$ cat src/logic/board_mode_macros.svh
`ifndef BOARD_MODE_MACROS_SVH
`define BOARD_MODE_MACROS_SVH

// seven-segment display
`define SEG_SEL_W 6   // digit select
`define SEG_DATA_W 8  // segments plus dot

// sdram burst port
`define BURST_LEN_W 10
`define BURST_ADDR_W 24
`define BURST_DATA_W 16

// sdram reset pulse counter, all ones ends the pulse
`define MEM_RST_CNT_W 4

// key must read stable this many clocks before it counts
`define DEBOUNCE_CYCLES 1000000

`endif

$ cat src/logic/board_mode_pkg.sv
`default_nettype none

// shared types for the mode-control core
package board_mode_pkg;

	// board operating modes, one per active function
	typedef enum logic [1:0] {
		MODE_IDLE      = 2'd0, // after reset, rtc clock on the display
		MODE_LED_FLASH = 2'd1, // buzzer running
		MODE_EEPROM    = 2'd2, // eeprom test owns the display
		MODE_SD_CARD   = 2'd3  // sd picture client owns the sdram
	} mode_t;

endpackage

`default_nettype wire

$ cat src/logic/board_mode_ctrl.sv
`timescale 1ns/1ns
`default_nettype none

`include "board_mode_macros.svh"

// mode-control core of the board
module board_mode_ctrl #(
	parameter int hold_cycles = `DEBOUNCE_CYCLES
) (
	input  wire                       clk,
	input  wire                       rst_n,
	input  wire                       key2,
	input  wire                       key3,
	input  wire                       key4,
	input  wire [`SEG_SEL_W-1:0]      rtc_seg_sel,
	input  wire [`SEG_DATA_W-1:0]     rtc_seg_data,
	input  wire [`SEG_SEL_W-1:0]      eeprom_seg_sel,
	input  wire [`SEG_DATA_W-1:0]     eeprom_seg_data,
	input  wire [`SEG_SEL_W-1:0]      sd_seg_sel,
	input  wire [`SEG_DATA_W-1:0]     sd_seg_data,
	input  wire                       sd_rd_req,
	input  wire                       sd_wr_req,
	input  wire [`BURST_LEN_W-1:0]    sd_rd_len,
	input  wire [`BURST_LEN_W-1:0]    sd_wr_len,
	input  wire [`BURST_ADDR_W-1:0]   sd_rd_addr,
	input  wire [`BURST_ADDR_W-1:0]   sd_wr_addr,
	input  wire [`BURST_DATA_W-1:0]   sd_wr_data,
	input  wire                       cam_rd_req,
	input  wire                       cam_wr_req,
	input  wire [`BURST_LEN_W-1:0]    cam_rd_len,
	input  wire [`BURST_LEN_W-1:0]    cam_wr_len,
	input  wire [`BURST_ADDR_W-1:0]   cam_rd_addr,
	input  wire [`BURST_ADDR_W-1:0]   cam_wr_addr,
	input  wire [`BURST_DATA_W-1:0]   cam_wr_data,
	output logic [`SEG_SEL_W-1:0]     seg_sel,
	output logic [`SEG_DATA_W-1:0]    seg_data,
	output logic                      sd_rst_n,
	output logic                      cam_rst_n,
	output logic                      buzzer_rst_n,
	output logic                      mem_rst_n,
	output logic                      eeprom_key,
	output logic                      sd_key,
	output logic                      mem_rd_req,
	output logic                      mem_wr_req,
	output logic [`BURST_LEN_W-1:0]   mem_rd_len,
	output logic [`BURST_LEN_W-1:0]   mem_wr_len,
	output logic [`BURST_ADDR_W-1:0]  mem_rd_addr,
	output logic [`BURST_ADDR_W-1:0]  mem_wr_addr,
	output logic [`BURST_DATA_W-1:0]  mem_wr_data
);

	logic                  press2;
	logic                  press3;
	logic                  press4;
	logic                  sd_owner;
	board_mode_pkg::mode_t mode;

	key_debounce #(.hold_cycles(hold_cycles)) u_key2 (
		.clk   (clk),
		.rst_n (rst_n),
		.key   (key2),
		.press (press2)
	);

	key_debounce #(.hold_cycles(hold_cycles)) u_key3 (
		.clk   (clk),
		.rst_n (rst_n),
		.key   (key3),
		.press (press3)
	);

	// sd key filtered on the main clock too
	key_debounce #(.hold_cycles(hold_cycles)) u_key4 (
		.clk   (clk),
		.rst_n (rst_n),
		.key   (key4),
		.press (press4)
	);

	mode_fsm u_mode_fsm (
		.clk          (clk),
		.rst_n        (rst_n),
		.press2       (press2),
		.press3       (press3),
		.press4       (press4),
		.mode         (mode),
		.sd_owner     (sd_owner),
		.sd_rst_n     (sd_rst_n),
		.cam_rst_n    (cam_rst_n),
		.buzzer_rst_n (buzzer_rst_n),
		.mem_rst_n    (mem_rst_n),
		.eeprom_key   (eeprom_key),
		.sd_key       (sd_key)
	);

	burst_arbiter u_burst_arbiter (
		.clk         (clk),
		.rst_n       (rst_n),
		.sd_owner    (sd_owner),
		.sd_rd_req   (sd_rd_req),
		.sd_wr_req   (sd_wr_req),
		.sd_rd_len   (sd_rd_len),
		.sd_wr_len   (sd_wr_len),
		.sd_rd_addr  (sd_rd_addr),
		.sd_wr_addr  (sd_wr_addr),
		.sd_wr_data  (sd_wr_data),
		.cam_rd_req  (cam_rd_req),
		.cam_wr_req  (cam_wr_req),
		.cam_rd_len  (cam_rd_len),
		.cam_wr_len  (cam_wr_len),
		.cam_rd_addr (cam_rd_addr),
		.cam_wr_addr (cam_wr_addr),
		.cam_wr_data (cam_wr_data),
		.mem_rd_req  (mem_rd_req),
		.mem_wr_req  (mem_wr_req),
		.mem_rd_len  (mem_rd_len),
		.mem_wr_len  (mem_wr_len),
		.mem_rd_addr (mem_rd_addr),
		.mem_wr_addr (mem_wr_addr),
		.mem_wr_data (mem_wr_data)
	);

	display_select u_display_select (
		.clk             (clk),
		.rst_n           (rst_n),
		.mode            (mode),
		.rtc_seg_sel     (rtc_seg_sel),
		.rtc_seg_data    (rtc_seg_data),
		.eeprom_seg_sel  (eeprom_seg_sel),
		.eeprom_seg_data (eeprom_seg_data),
		.sd_seg_sel      (sd_seg_sel),
		.sd_seg_data     (sd_seg_data),
		.seg_sel         (seg_sel),
		.seg_data        (seg_data)
	);

endmodule

`default_nettype wire

$ cat src/logic/burst_arbiter.sv
`timescale 1ns/1ns
`default_nettype none

`include "board_mode_macros.svh"

// routes the owning client's burst requests onto the shared sdram port
module burst_arbiter (
	input  wire                      clk,
	input  wire                      rst_n,
	input  wire                      sd_owner, // high: sd client, low: camera
	input  wire                      sd_rd_req,
	input  wire                      sd_wr_req,
	input  wire [`BURST_LEN_W-1:0]   sd_rd_len,
	input  wire [`BURST_LEN_W-1:0]   sd_wr_len,
	input  wire [`BURST_ADDR_W-1:0]  sd_rd_addr,
	input  wire [`BURST_ADDR_W-1:0]  sd_wr_addr,
	input  wire [`BURST_DATA_W-1:0]  sd_wr_data,
	input  wire                      cam_rd_req,
	input  wire                      cam_wr_req,
	input  wire [`BURST_LEN_W-1:0]   cam_rd_len,
	input  wire [`BURST_LEN_W-1:0]   cam_wr_len,
	input  wire [`BURST_ADDR_W-1:0]  cam_rd_addr,
	input  wire [`BURST_ADDR_W-1:0]  cam_wr_addr,
	input  wire [`BURST_DATA_W-1:0]  cam_wr_data,
	output logic                     mem_rd_req,
	output logic                     mem_wr_req,
	output logic [`BURST_LEN_W-1:0]  mem_rd_len,
	output logic [`BURST_LEN_W-1:0]  mem_wr_len,
	output logic [`BURST_ADDR_W-1:0] mem_rd_addr,
	output logic [`BURST_ADDR_W-1:0] mem_wr_addr,
	output logic [`BURST_DATA_W-1:0] mem_wr_data
);

	// ownership follows the mode, the clients never run together
	always_ff @(posedge clk or negedge rst_n)
	begin
		if (!rst_n)
		begin
			mem_rd_req  <= 1'b0;
			mem_wr_req  <= 1'b0;
			mem_rd_len  <= '0;
			mem_wr_len  <= '0;
			mem_rd_addr <= '0;
			mem_wr_addr <= '0;
			mem_wr_data <= '0;
		end
		else if (sd_owner)
		begin
			mem_rd_req  <= sd_rd_req;
			mem_wr_req  <= sd_wr_req;
			mem_rd_len  <= sd_rd_len;
			mem_wr_len  <= sd_wr_len;
			mem_rd_addr <= sd_rd_addr;
			mem_wr_addr <= sd_wr_addr;
			mem_wr_data <= sd_wr_data;
		end
		else
		begin
			mem_rd_req  <= cam_rd_req;
			mem_wr_req  <= cam_wr_req;
			mem_rd_len  <= cam_rd_len;
			mem_wr_len  <= cam_wr_len;
			mem_rd_addr <= cam_rd_addr;
			mem_wr_addr <= cam_wr_addr;
			mem_wr_data <= cam_wr_data;
		end
	end

	// controller takes one burst direction at a time
	a_rd_wr_excl: assert property (@(posedge clk) disable iff (!rst_n)
		!(mem_rd_req && mem_wr_req))
		else $error("burst_arbiter: read and write burst requested together");

endmodule

`default_nettype wire

$ cat src/logic/display_select.sv
`timescale 1ns/1ns
`default_nettype none

`include "board_mode_macros.svh"

// picks the seven-segment source for the current mode
module display_select (
	input  wire                       clk,
	input  wire                       rst_n,
	input  wire board_mode_pkg::mode_t mode,
	input  wire [`SEG_SEL_W-1:0]      rtc_seg_sel,
	input  wire [`SEG_DATA_W-1:0]     rtc_seg_data,
	input  wire [`SEG_SEL_W-1:0]      eeprom_seg_sel,
	input  wire [`SEG_DATA_W-1:0]     eeprom_seg_data,
	input  wire [`SEG_SEL_W-1:0]      sd_seg_sel,
	input  wire [`SEG_DATA_W-1:0]     sd_seg_data,
	output logic [`SEG_SEL_W-1:0]     seg_sel,
	output logic [`SEG_DATA_W-1:0]    seg_data
);

	always_ff @(posedge clk or negedge rst_n)
	begin
		if (!rst_n)
		begin
			seg_sel  <= '0; // blank
			seg_data <= '0;
		end
		else
		begin
			case (mode)
				board_mode_pkg::MODE_EEPROM:
				begin
					seg_sel  <= eeprom_seg_sel;
					seg_data <= eeprom_seg_data;
				end
				board_mode_pkg::MODE_SD_CARD:
				begin
					seg_sel  <= sd_seg_sel;
					seg_data <= sd_seg_data;
				end
				default: // idle and led flash show the clock
				begin
					seg_sel  <= rtc_seg_sel;
					seg_data <= rtc_seg_data;
				end
			endcase
		end
	end

endmodule

`default_nettype wire

$ cat src/logic/key_debounce.sv
`timescale 1ns/1ns
`default_nettype none

`include "board_mode_macros.svh"

// one board key: sync, bounce filter, press pulse
module key_debounce #(
	parameter int hold_cycles = `DEBOUNCE_CYCLES
) (
	input  wire  clk,
	input  wire  rst_n,
	input  wire  key,   // active low
	output logic press  // one cycle per press
);

	localparam int cnt_w = $clog2(hold_cycles + 1);

	logic [1:0]       key_sync;   // two-stage synchronizer
	logic             key_level;  // filtered key level
	logic [cnt_w-1:0] stable_cnt; // clocks the new level has held
	logic             level_done;

	// new level has now held for hold_cycles samples
	assign level_done = (key_sync[1] != key_level) &&
		(stable_cnt == cnt_w'(hold_cycles - 1));

	always_ff @(posedge clk or negedge rst_n)
	begin
		if (!rst_n)
			key_sync <= 2'b11; // released
		else
			key_sync <= {key_sync[0], key};
	end

	always_ff @(posedge clk or negedge rst_n)
	begin
		if (!rst_n)
		begin
			stable_cnt <= '0;
			key_level  <= 1'b1;
		end
		else if (key_sync[1] == key_level)
			stable_cnt <= '0; // bounce back, start over
		else if (level_done)
		begin
			key_level  <= key_sync[1];
			stable_cnt <= '0;
		end
		else
			stable_cnt <= stable_cnt + 1'b1;
	end

	// falling filtered level only, release is silent
	always_ff @(posedge clk or negedge rst_n)
	begin
		if (!rst_n)
			press <= 1'b0;
		else
			press <= level_done && !key_sync[1];
	end

	a_press_single: assert property (@(posedge clk) disable iff (!rst_n)
		press |=> !press)
		else $error("key_debounce: press held for two cycles");

endmodule

`default_nettype wire

$ cat src/logic/mode_fsm.sv
`timescale 1ns/1ns
`default_nettype none

`include "board_mode_macros.svh"

// board mode machine with per-mode client resets and sdram reset pulse
module mode_fsm (
	input  wire                  clk,
	input  wire                  rst_n,
	input  wire                  press2, // led flash key
	input  wire                  press3, // eeprom key
	input  wire                  press4, // sd card key
	output board_mode_pkg::mode_t mode,
	output logic                 sd_owner,
	output logic                 sd_rst_n,
	output logic                 cam_rst_n,
	output logic                 buzzer_rst_n,
	output logic                 mem_rst_n,
	output logic                 eeprom_key,
	output logic                 sd_key
);

	board_mode_pkg::mode_t      next_mode;
	logic                       sd_edge;     // press enters or leaves sd mode
	logic [`MEM_RST_CNT_W-1:0]  mem_rst_cnt;

	// the state register is the mode output itself
	always_ff @(posedge clk or negedge rst_n)
	begin
		if (!rst_n)
			mode <= board_mode_pkg::MODE_IDLE;
		else
			mode <= next_mode;
	end

	// key2 wins over key3 over key4, own key of the current mode ignored
	always_comb
	begin
		next_mode = mode;
		if (press2 && mode != board_mode_pkg::MODE_LED_FLASH)
			next_mode = board_mode_pkg::MODE_LED_FLASH;
		else if (press3 && mode != board_mode_pkg::MODE_EEPROM)
			next_mode = board_mode_pkg::MODE_EEPROM;
		else if (press4 && mode != board_mode_pkg::MODE_SD_CARD)
			next_mode = board_mode_pkg::MODE_SD_CARD;
	end

	assign sd_edge = (mode == board_mode_pkg::MODE_SD_CARD) !=
		(next_mode == board_mode_pkg::MODE_SD_CARD);

	// client reset levels, one cycle behind the mode
	always_ff @(posedge clk or negedge rst_n)
	begin
		if (!rst_n)
		begin
			sd_rst_n     <= 1'b0;
			cam_rst_n    <= 1'b0;
			buzzer_rst_n <= 1'b0;
		end
		else
		begin
			sd_rst_n     <= (mode == board_mode_pkg::MODE_SD_CARD);
			cam_rst_n    <= (mode != board_mode_pkg::MODE_SD_CARD);
			buzzer_rst_n <= (mode == board_mode_pkg::MODE_LED_FLASH);
		end
	end

	assign sd_owner = sd_rst_n; // sd client runs only while out of reset

	// sdram controller restarts whenever its owner changes
	always_ff @(posedge clk or negedge rst_n)
	begin
		if (!rst_n)
			mem_rst_n <= 1'b0;
		else if (sd_edge)
			mem_rst_n <= 1'b0;
		else if (mem_rst_cnt == '1)
			mem_rst_n <= 1'b1; // 16 clocks low
		else if (mode == board_mode_pkg::MODE_IDLE)
			mem_rst_n <= 1'b1;
	end

	always_ff @(posedge clk or negedge rst_n)
	begin
		if (!rst_n)
			mem_rst_cnt <= '0;
		else if (mem_rst_n)
			mem_rst_cnt <= '0;
		else
			mem_rst_cnt <= mem_rst_cnt + 1'b1;
	end

	// eeprom test sees its key one clock late
	always_ff @(posedge clk or negedge rst_n)
	begin
		if (!rst_n)
			eeprom_key <= 1'b0;
		else
			eeprom_key <= press3;
	end

	assign sd_key = press4;

	a_one_client: assert property (@(posedge clk) disable iff (!rst_n)
		!(sd_rst_n && cam_rst_n))
		else $error("mode_fsm: sd and camera clients both out of reset");

	a_mem_rst_len: assert property (@(posedge clk) disable iff (!rst_n)
		!mem_rst_n [*16] |=> mem_rst_n)
		else $error("mode_fsm: sdram reset longer than 16 cycles");

endmodule

`default_nettype wire
$ cat config.mk
export PLATFORM = sky130hd
export DESIGN_NAME = board_mode_ctrl
export DESIGN_NICKNAME = d
export VERILOG_FILES = /design/src/logic/board_mode_pkg.sv /design/src/logic/board_mode_ctrl.sv /design/src/logic/burst_arbiter.sv /design/src/logic/display_select.sv /design/src/logic/key_debounce.sv /design/src/logic/mode_fsm.sv
export VERILOG_INCLUDE_DIRS = /design/src /design/src/logic
export SDC_FILE = /design/constraint.sdc
export NUM_CORES = 1
export LEC_CHECK = 0
export BUFFER_PORTS_ARGS = -buffer_cell sky130_fd_sc_hd__buf_2
export CAP_MARGIN = 5
export CORE_MARGIN = 2
export CORE_UTILIZATION = 39
export DETAILED_ROUTE_END_ITERATION = 10
export PLACE_DENSITY = 0.67
export SYNTH_ARGS = -nofsm -noshare
export SYNTH_HDL_FRONTEND = slang
export SYNTH_HIERARCHICAL = 1
export SYNTH_SLANG_ARGS = --single-unit
$ cat constraint.sdc
create_clock -name clk -period 2.32 [get_ports clk]
set_input_delay 0.58 -clock clk [delete_from_list [all_inputs] [get_ports clk]]
set_output_delay 0.58 -clock clk [all_outputs]
set_load 0.05 [all_outputs]
==> results.json, run 1 <==
{
  "status": "complete, no violations",
  "drt_wl_total_um": 21100,
  "grt_max_degree": 67,
  "async_flop_share": 1.00,
  "drive_gt1_frac": 0.526,
  "path_buf_inv": 1,
  "fin_worst_skew_ns": 0.00780,
  "synth_area_leaders": "dfrtp_1, mux2_4, mux2_2, nor2_1, dfstp_2",
  "fmax_mhz": 543,
  "criticalPathCategory": "flop to flop",
  "die_x_um": 148,
  "fin_crit_ns": 1.84,
  "slew_violations": 0,
  "port_buffers": 324,
  "coreArea_um2": 20300,
  "worstMarginPinSlew_ns": 0.530,
  "dp_cells": 1189,
  "ir_drop_uv": 451,
  "r2r_slack_ns": 0.48,
  "cp-endpoint": "u_key2/stable_cnt[19]",
  "cts_tree": "done",
  "maxSlewHeadroom": 0.647,
  "yosys_warnings": 6,
  "drt_first_iter_violations": 240,
  "wl_per_cell_um": 17.2,
  "path_depth": 5,
  "path_clk_slew_ns": 0.06,
  "via_count": 5918,
  "instances_no_fill": 1223,
  "place_area_um2": 9970,
  "synth_top_area_share": 0.540,
  "grt_pass1_wl_um": 32500,
  "rsz0062_at_grt": "no",
  "crit_chain": "nor4_2 > nand4_2 > o41ai_4 > buf_4 > a21oi_1",
  "post-route-period-util": 0.793,
  "grt_pass1_vias": 6190,
  "clock_latency_ns": 0.42,
  "h-tree-depth": 4,
  "synth-main-ff-cell": "dfrtp_1",
  "drc": 0,
  "setup_viol": 0,
  "dr.max_layer_used": "met5",
  "gp_congestion": 0.821,
  "drt-met1-wl_um": 8240,
  "cts_made_buffers": 17,
  "wl_met3_um": 2220,
  "clockBufferDepth": 2,
  "maxCapViolCount": 0,
  "cp-startpoint": "u_key2/stable_cnt[10]",
  "finalSetupTns_ns": 0,
  "synth_top_cells_by_count": "dfrtp_1, nor2_1, mux2_2, mux2_4, a21oi_1",
  "io_pins": 325,
  "cts_resized": 0,
  "synth_fp_nets": 823,
  "drtAntennaViolNets": 0,
  "holdCritPathClass": "input port to asynchronous set/reset pin",
  "area_delta_synth_final_pct": 31.2,
  "r2r_cells": 5,
  "clock_sink_count": 183,
  "antenna_found_initial": 7,
  "post_cts_buffers": 0,
  "r2r_start": "u_key2/stable_cnt[10]",
  "fin_area_um2": 10600,
  "post-place-ws_ns": 0.466,
  "synth_area_um2": 8070,
  "ys_seq_elements": 183,
  "grt.overflow.total": 0,
  "fin_hold_ws_ns": 0.104,
  "nNetsFinal": 1161,
  "drt-pass1-iter-count": 7,
  "synth.avg_cell_area_um2": 13.4,
  "final_hold_viol_count": 0,
  "synth-edff-count": 0,
  "synth_cells": 600,
  "required_ns": 2.61,
  "place_hpwl_um": 16400,
  "die-area_um2": 21900,
  "ctsHoldBuffers": 0,
  "slowest_delay_ns": 0.53,
  "start_util": 0.397,
  "critical_path.top_delay_family": "compound AO/OA/AOI/OAI gates",
  "setup_ws_ns": 0.479,
  "p_per_area_nw_per_um2": 679,
  "grt_usage": 0.193,
  "fp-row-count": 52,
  "viasPerCell": 4.84,
  "rr_endpoint": "u_key2/stable_cnt[19]",
  "crit_fanout": 8,
  "synth_top_cell_by_area": "dfrtp_1",
  "synth.most_common_cell": "dfrtp_1",
  "leakage_nw": 4.97,
  "slowest_stage": "o41ai_4",
  "wl_met2_um": 10300,
  "critPathLaunchType": "flop",
  "cts-root-buf": "clkbuf_16",
  "crit_arrival_ns": 2.14,
  "ys_seq_area_frac": 0.569,
  "die_h_um": 148,
  "worst_setup_path_end_kind": "flop",
  "yosys.cell_types.count": 45
}
==> worst reg2reg max path, cell delays in order, from the launching register on <==
cell     delay, ns
dfrtp_1       0.42
nor4_2        0.31
nand4_2       0.17
o41ai_4       0.53
buf_4         0.24
a21oi_1       0.04
==> registers in the layout, summed over array words and instances, names as in the netlist, 4 cells and up <==
| signal | flops |
|---|---|
| u_display_select/seg_data | 8 |
| u_burst_arbiter/mem_wr_addr | 24 |
| u_key4/stable_cnt | 20 |
| u_key2/stable_cnt | 20 |
| u_burst_arbiter/mem_rd_len | 10 |
| u_burst_arbiter/mem_wr_len | 10 |
| u_mode_fsm/mem_rst_cnt | 4 |
| u_burst_arbiter/mem_rd_addr | 24 |
| u_display_select/seg_sel | 6 |
| u_burst_arbiter/mem_wr_data | 16 |
| u_key3/stable_cnt | 20 |
==> power by group <==
| part | internal, W | switching [W] | total [W] |
|---|---|---|---|
| logic | 0.000308 | 0.000556 | 0.000864 |
| registers | 0.00330 | 0.0000403 | 0.00334 |
| clock network | 0.00178 | 0.00121 | 0.00299 |
| total | 0.00538 | 0.00181 | 0.00719 |
==> routing by layer <==
metal	vias to the layer above	GRT usage
met5	-	0
met4	6	0.0543
met3	27	0.0929
met2	231	0.312
met1	2852	0.230
li1	2802	-
==> placed cells by master (no fill, tap or decap), types with 4 or more instances in the layout <==
| cell type | n |
|---|---|
| a21oi_1 | 30 |
| and3_1 | 10 |
| and4_1 | 6 |
| buf_2 | 323 |
| buf_4 | 13 |
| clkbuf_16 | 17 |
| clkbuf_8 | 4 |
| clkinvlp_4 | 4 |
| dfrtp_1 | 173 |
| dfstp_2 | 9 |
| ha_1 | 4 |
| inv_1 | 9 |
| mux2_2 | 46 |
| mux2_4 | 43 |
| mux2i_1 | 17 |
| nand2_1 | 18 |
| nand3_1 | 16 |
| nand3_2 | 6 |
| nand4_1 | 6 |
| nand4_2 | 6 |
| nor2_1 | 66 |
| nor3_1 | 7 |
| nor4_2 | 6 |
| o31ai_1 | 9 |
| or4_1 | 9 |
| xnor2_1 | 22 |
| xor2_1 | 22 |
==> worst min path at each step <==
stage,to,slack (ns),start
floorplan,u_burst_arbiter/mem_rd_addr[0],0.28,rst_n
global placement,u_key4/key_sync[1],0.35,u_key4/key_sync[0]
detailed placement,u_key2/key_sync[1],0.35,u_key2/key_sync[0]
CTS,u_display_select/seg_data[4],0.12,rst_n
global route,u_display_select/seg_data[4],0.13,rst_n
finish,u_display_select/seg_data[4],0.10,rst_n
==> per-stage QoR <==
stage | utilization | power (W)
finish | 0.522 | 0.00719
detailed placement | 0.491 | 0.00427
floorplan | - | 0.00386
CTS | 0.521 | 0.00728
global placement | 0.491 | 0.00426
global route | 0.522 | 0.00748
==> layout make-up <==
| cell class | instances | area [um2] |
|---|---|---|
| diodes | 3 | 7.51 |
| inverters | 9 | 33.8 |
| well taps | 270 | 338 |
| multi-input cells | 388 | 3230 |
| clock inverters | 11 | 148 |
| fillers | 1783 | 9710 |
| repair buffers | 339 | 1770 |
| flip-flops and latches | 183 | 4590 |
| clock buffers | 20 | 467 |
==> logic make-up (layout without fill, tap and decap cells) <==
logic type      after synthesis  in the layout  share of synthesized area
xor+xnor                     44             44                     0.0478
flops                       183            183                      0.569
fa+ha+maj                     5              5                    0.00760
simple gates                184            184                      0.136
other cells                   0              3                          0
mux                         106            106                      0.165
buf+inv                      29            379                     0.0304
compound gates               49             49                     0.0437
No activity file was read; power rests on OpenSTA's default activity.
==> inputs of run 2 (changes only) <==
--- a/config.mk
+++ b/config.mk
@@ -11,7 +11,7 @@
 export CORE_MARGIN = 2
 export CORE_UTILIZATION = 39
 export DETAILED_ROUTE_END_ITERATION = 10
-export PLACE_DENSITY = 0.67
+export PLACE_DENSITY = 0.69
 export SYNTH_ARGS = -nofsm -noshare
 export SYNTH_HDL_FRONTEND = slang
 export SYNTH_HIERARCHICAL = 1
==> constraint.sdc (replaced) <==
create_clock -name clk -period 1.5 [get_ports clk]
set_input_delay 0.375 -clock clk [delete_from_list [all_inputs] [get_ports clk]]
set_output_delay 0.375 -clock clk [all_outputs]
set_load 0.05 [all_outputs]
==> run 2 against run 1 <==
  * The flow now finishes with violations (negative setup slack)
  * Via count rose by 7.3%
  * Routed wire length is 6.3% higher
  * Largest power group unchanged
  * Sequential power grew 54%
  * Non-clock buffer count up 118
  * Fmax increased by 4.7%
  * Register-to-register slack got worse by 0.74 ns
  * Combinational power is 66% higher
  * Sequential share of layout area decreased by 4.6 points
  * Core utilization up 6.3 points
  * Critical path depth down 1
  * Setup slack got worse by 0.74 ns
  * Clock power rose by 51%
==> results.json, run 2 (same netlist as run 1, synthesis figures left out) <==
{
  "r2r_slack_ns": -0.26,
  "h-tree-depth": 4,
  "worstMarginPinSlew_ns": 0.396,
  "whs_endpoint": "u_key4/key_sync[0]",
  "maxCapViolCount": 0,
  "critPathLaunchType": "flop",
  "min_from": "key4",
  "worst_setup_path_end_kind": "flop",
  "area_delta_synth_final_pct": 47.0,
  "r2r_cells": 4,
  "die-area_um2": 21900,
  "fp-row-count": 52,
  "cts-root-buf": "clkbuf_16",
  "ir_drop_uv": 761,
  "io_pins": 325,
  "instances_no_fill": 1345,
  "p_sw_frac": 0.261,
  "clockBufferDepth": 2,
  "via_count": 6348,
  "final_cell_mix": "buf_2, dfrtp_1, buf_4",
  "maxSlewHeadroom": 0.735,
  "layout_commonest_cell": "buf_2",
  "p_sw_w": 0.00290,
  "rr_endpoint": "u_key2/key_level",
  "leakage_nw": 5.65,
  "viasPerCell": 4.72,
  "cts_made_buffers": 17,
  "top_regs": "u_burst_arbiter/mem_rd_addr (24), u_burst_arbiter/mem_wr_addr (24)",
  "p_comb_frac": 0.129,
  "grt.overflow.total": 0,
  "fin_worst_skew_ns": 0.00793,
  "setup_viol": 66,
  "critical_path.top_delay_family": "simple AND/OR/NAND/NOR gates",
  "dp_cells": 1288,
  "criticalPathCategory": "flop to flop",
  "crit_arrival_ns": 2.11,
  "grt_max_degree": 44,
  "grt_pass1_vias": 6699,
  "final_hold_viol_count": 0,
  "crit_fanout": 4,
  "drtAntennaViolNets": 0,
  "p_per_area_nw_per_um2": 936,
  "gp_congestion": 0.829,
  "violations": "negative setup slack",
  "antenna_found_initial": 7,
  "drive_gt1_frac": 0.629,
  "status": "finished with violations",
  "setup_ws_ns": -0.258,
  "grt_usage": 0.206,
  "die_h_um": 148,
  "nNetsFinal": 1279,
  "crit_chain": "nor4_4 > nand4_2 > or4_4 > mux2_4",
  "hold-path-cell-count": 1,
  "path_buf_inv": 0,
  "clock_sink_count": 183,
  "path_clk_slew_ns": 0.07,
  "drt_first_iter_violations": 196,
  "slew_violations": 0,
  "path_depth": 4,
  "die_x_um": 148,
  "place_hpwl_um": 17100,
  "drt_wl_total_um": 22400,
  "grt_pass1_wl_um": 34700,
  "power_frac_seq": 0.464,
  "fmax_mhz": 569,
  "p_int_w": 0.00820,
  "port_buffers": 324,
  "required_ns": 1.85,
  "drt-pass1-iter-count": 6,
  "coreArea_um2": 20300,
  "finalSetupTns_ns": -11.50,
  "fin_crit_ns": 1.76,
  "drc": 0,
  "start_util": 0.397,
  "cts_tree": "done",
  "pwr-share-clk": 0.407,
  "wl_per_cell_um": 16.7,
  "clock_latency_ns": 0.43,
  "holdCritPathClass": "input port to flop",
  "r2r_start": "u_key2/stable_cnt[6]",
  "slowest_stage": "or4_4",
  "rsz0062_at_grt": "yes",
  "slowest_delay_ns": 0.49,
  "post-route-period-util": 1.17
}
run 2: changes by cell type in the layout (fill, tap and decap cells not counted), moves of 5 or more:
cell | before | now
buf_4 | 13 | 109
nor2_1 | 66 | 44
buf_6 | 0 | 17
nor2_2 | 0 | 17
a21oi_1 | 30 | 21
a21oi_2 | 1 | 10
dfrtp_1 | 173 | 166
dfrtp_2 | 0 | 7
buf_12 | 2 | 7
nor2_4 | 0 | 5
nor4_4 | 0 | 5
run 2: metal layers:
layer,global-route usage,part of all wire,up-vias
met1,0.227,0.38,3050
met4,0.0681,0.017,6
met3,0.0728,0.080,32
met2,0.370,0.52,208
li1,-,-,3052
met5,0,0.0017,-
run 2: worst max path at each step:
| stage | from | to |
|---|---|---|
| 2_1_floorplan | u_key2/stable_cnt[16] | u_key2/key_level |
| 3_3_place_gp | u_key4/stable_cnt[6] | u_key4/key_level |
| 3_5_place_dp | u_key4/stable_cnt[6] | u_key4/key_level |
| 4_1_cts | u_key2/stable_cnt[6] | u_key2/key_level |
| 5_1_grt | u_key2/stable_cnt[6] | u_key2/press |
| 6_report | u_key2/stable_cnt[6] | u_key2/key_level |
run 2: final cells by class:
class | count | area, um2
Fill cell | 1726 | 8440
Sequential cell | 183 | 4600
Multi-Input combinational cell | 388 | 3480
Timing Repair Buffer | 457 | 2800
Clock buffer | 19 | 453
Tap cell | 270 | 338
Clock inverter | 13 | 143
Inverter | 9 | 33.8
Antenna cell | 6 | 15.0
run 2: power by group through the flow:
stage                     Combinational (W)  Sequential (W)  Clock, W
after floorplan                    0.000227         0.00575         0
after global placement              0.00139         0.00524         0
after detailed placement            0.00140         0.00525         0
after CTS                           0.00143         0.00515   0.00467
after global routing                0.00152         0.00517   0.00485
final                               0.00143         0.00516   0.00452
run 2: timing repair:
item | 4_1_cts | 5_1_grt
gates resized for setup | 51 | 31
pin swaps | 19 | 14
hold buffers | 1 | 0
endpoints found under the setup margin | 68 | 69
endpoints found under the hold margin | 31 | 0
gates cloned | 2 | 0
buffers inserted | 9 | 7
run 2: per-stage QoR:
stage               hold slack, ns  worst slack [ns]  utilization  power (W)  instance area (um2)
finish                      0.0407            -0.258        0.584     0.0111                11900
detailed placement           0.336            -0.253        0.532    0.00665                10800
global route                0.0153            -0.310        0.584     0.0115                11900
floorplan                   0.0794            -0.207            -    0.00598                 8100
CTS                         0.0177            -0.259        0.575     0.0113                11700
global placement             0.335            -0.206        0.532    0.00663                10800
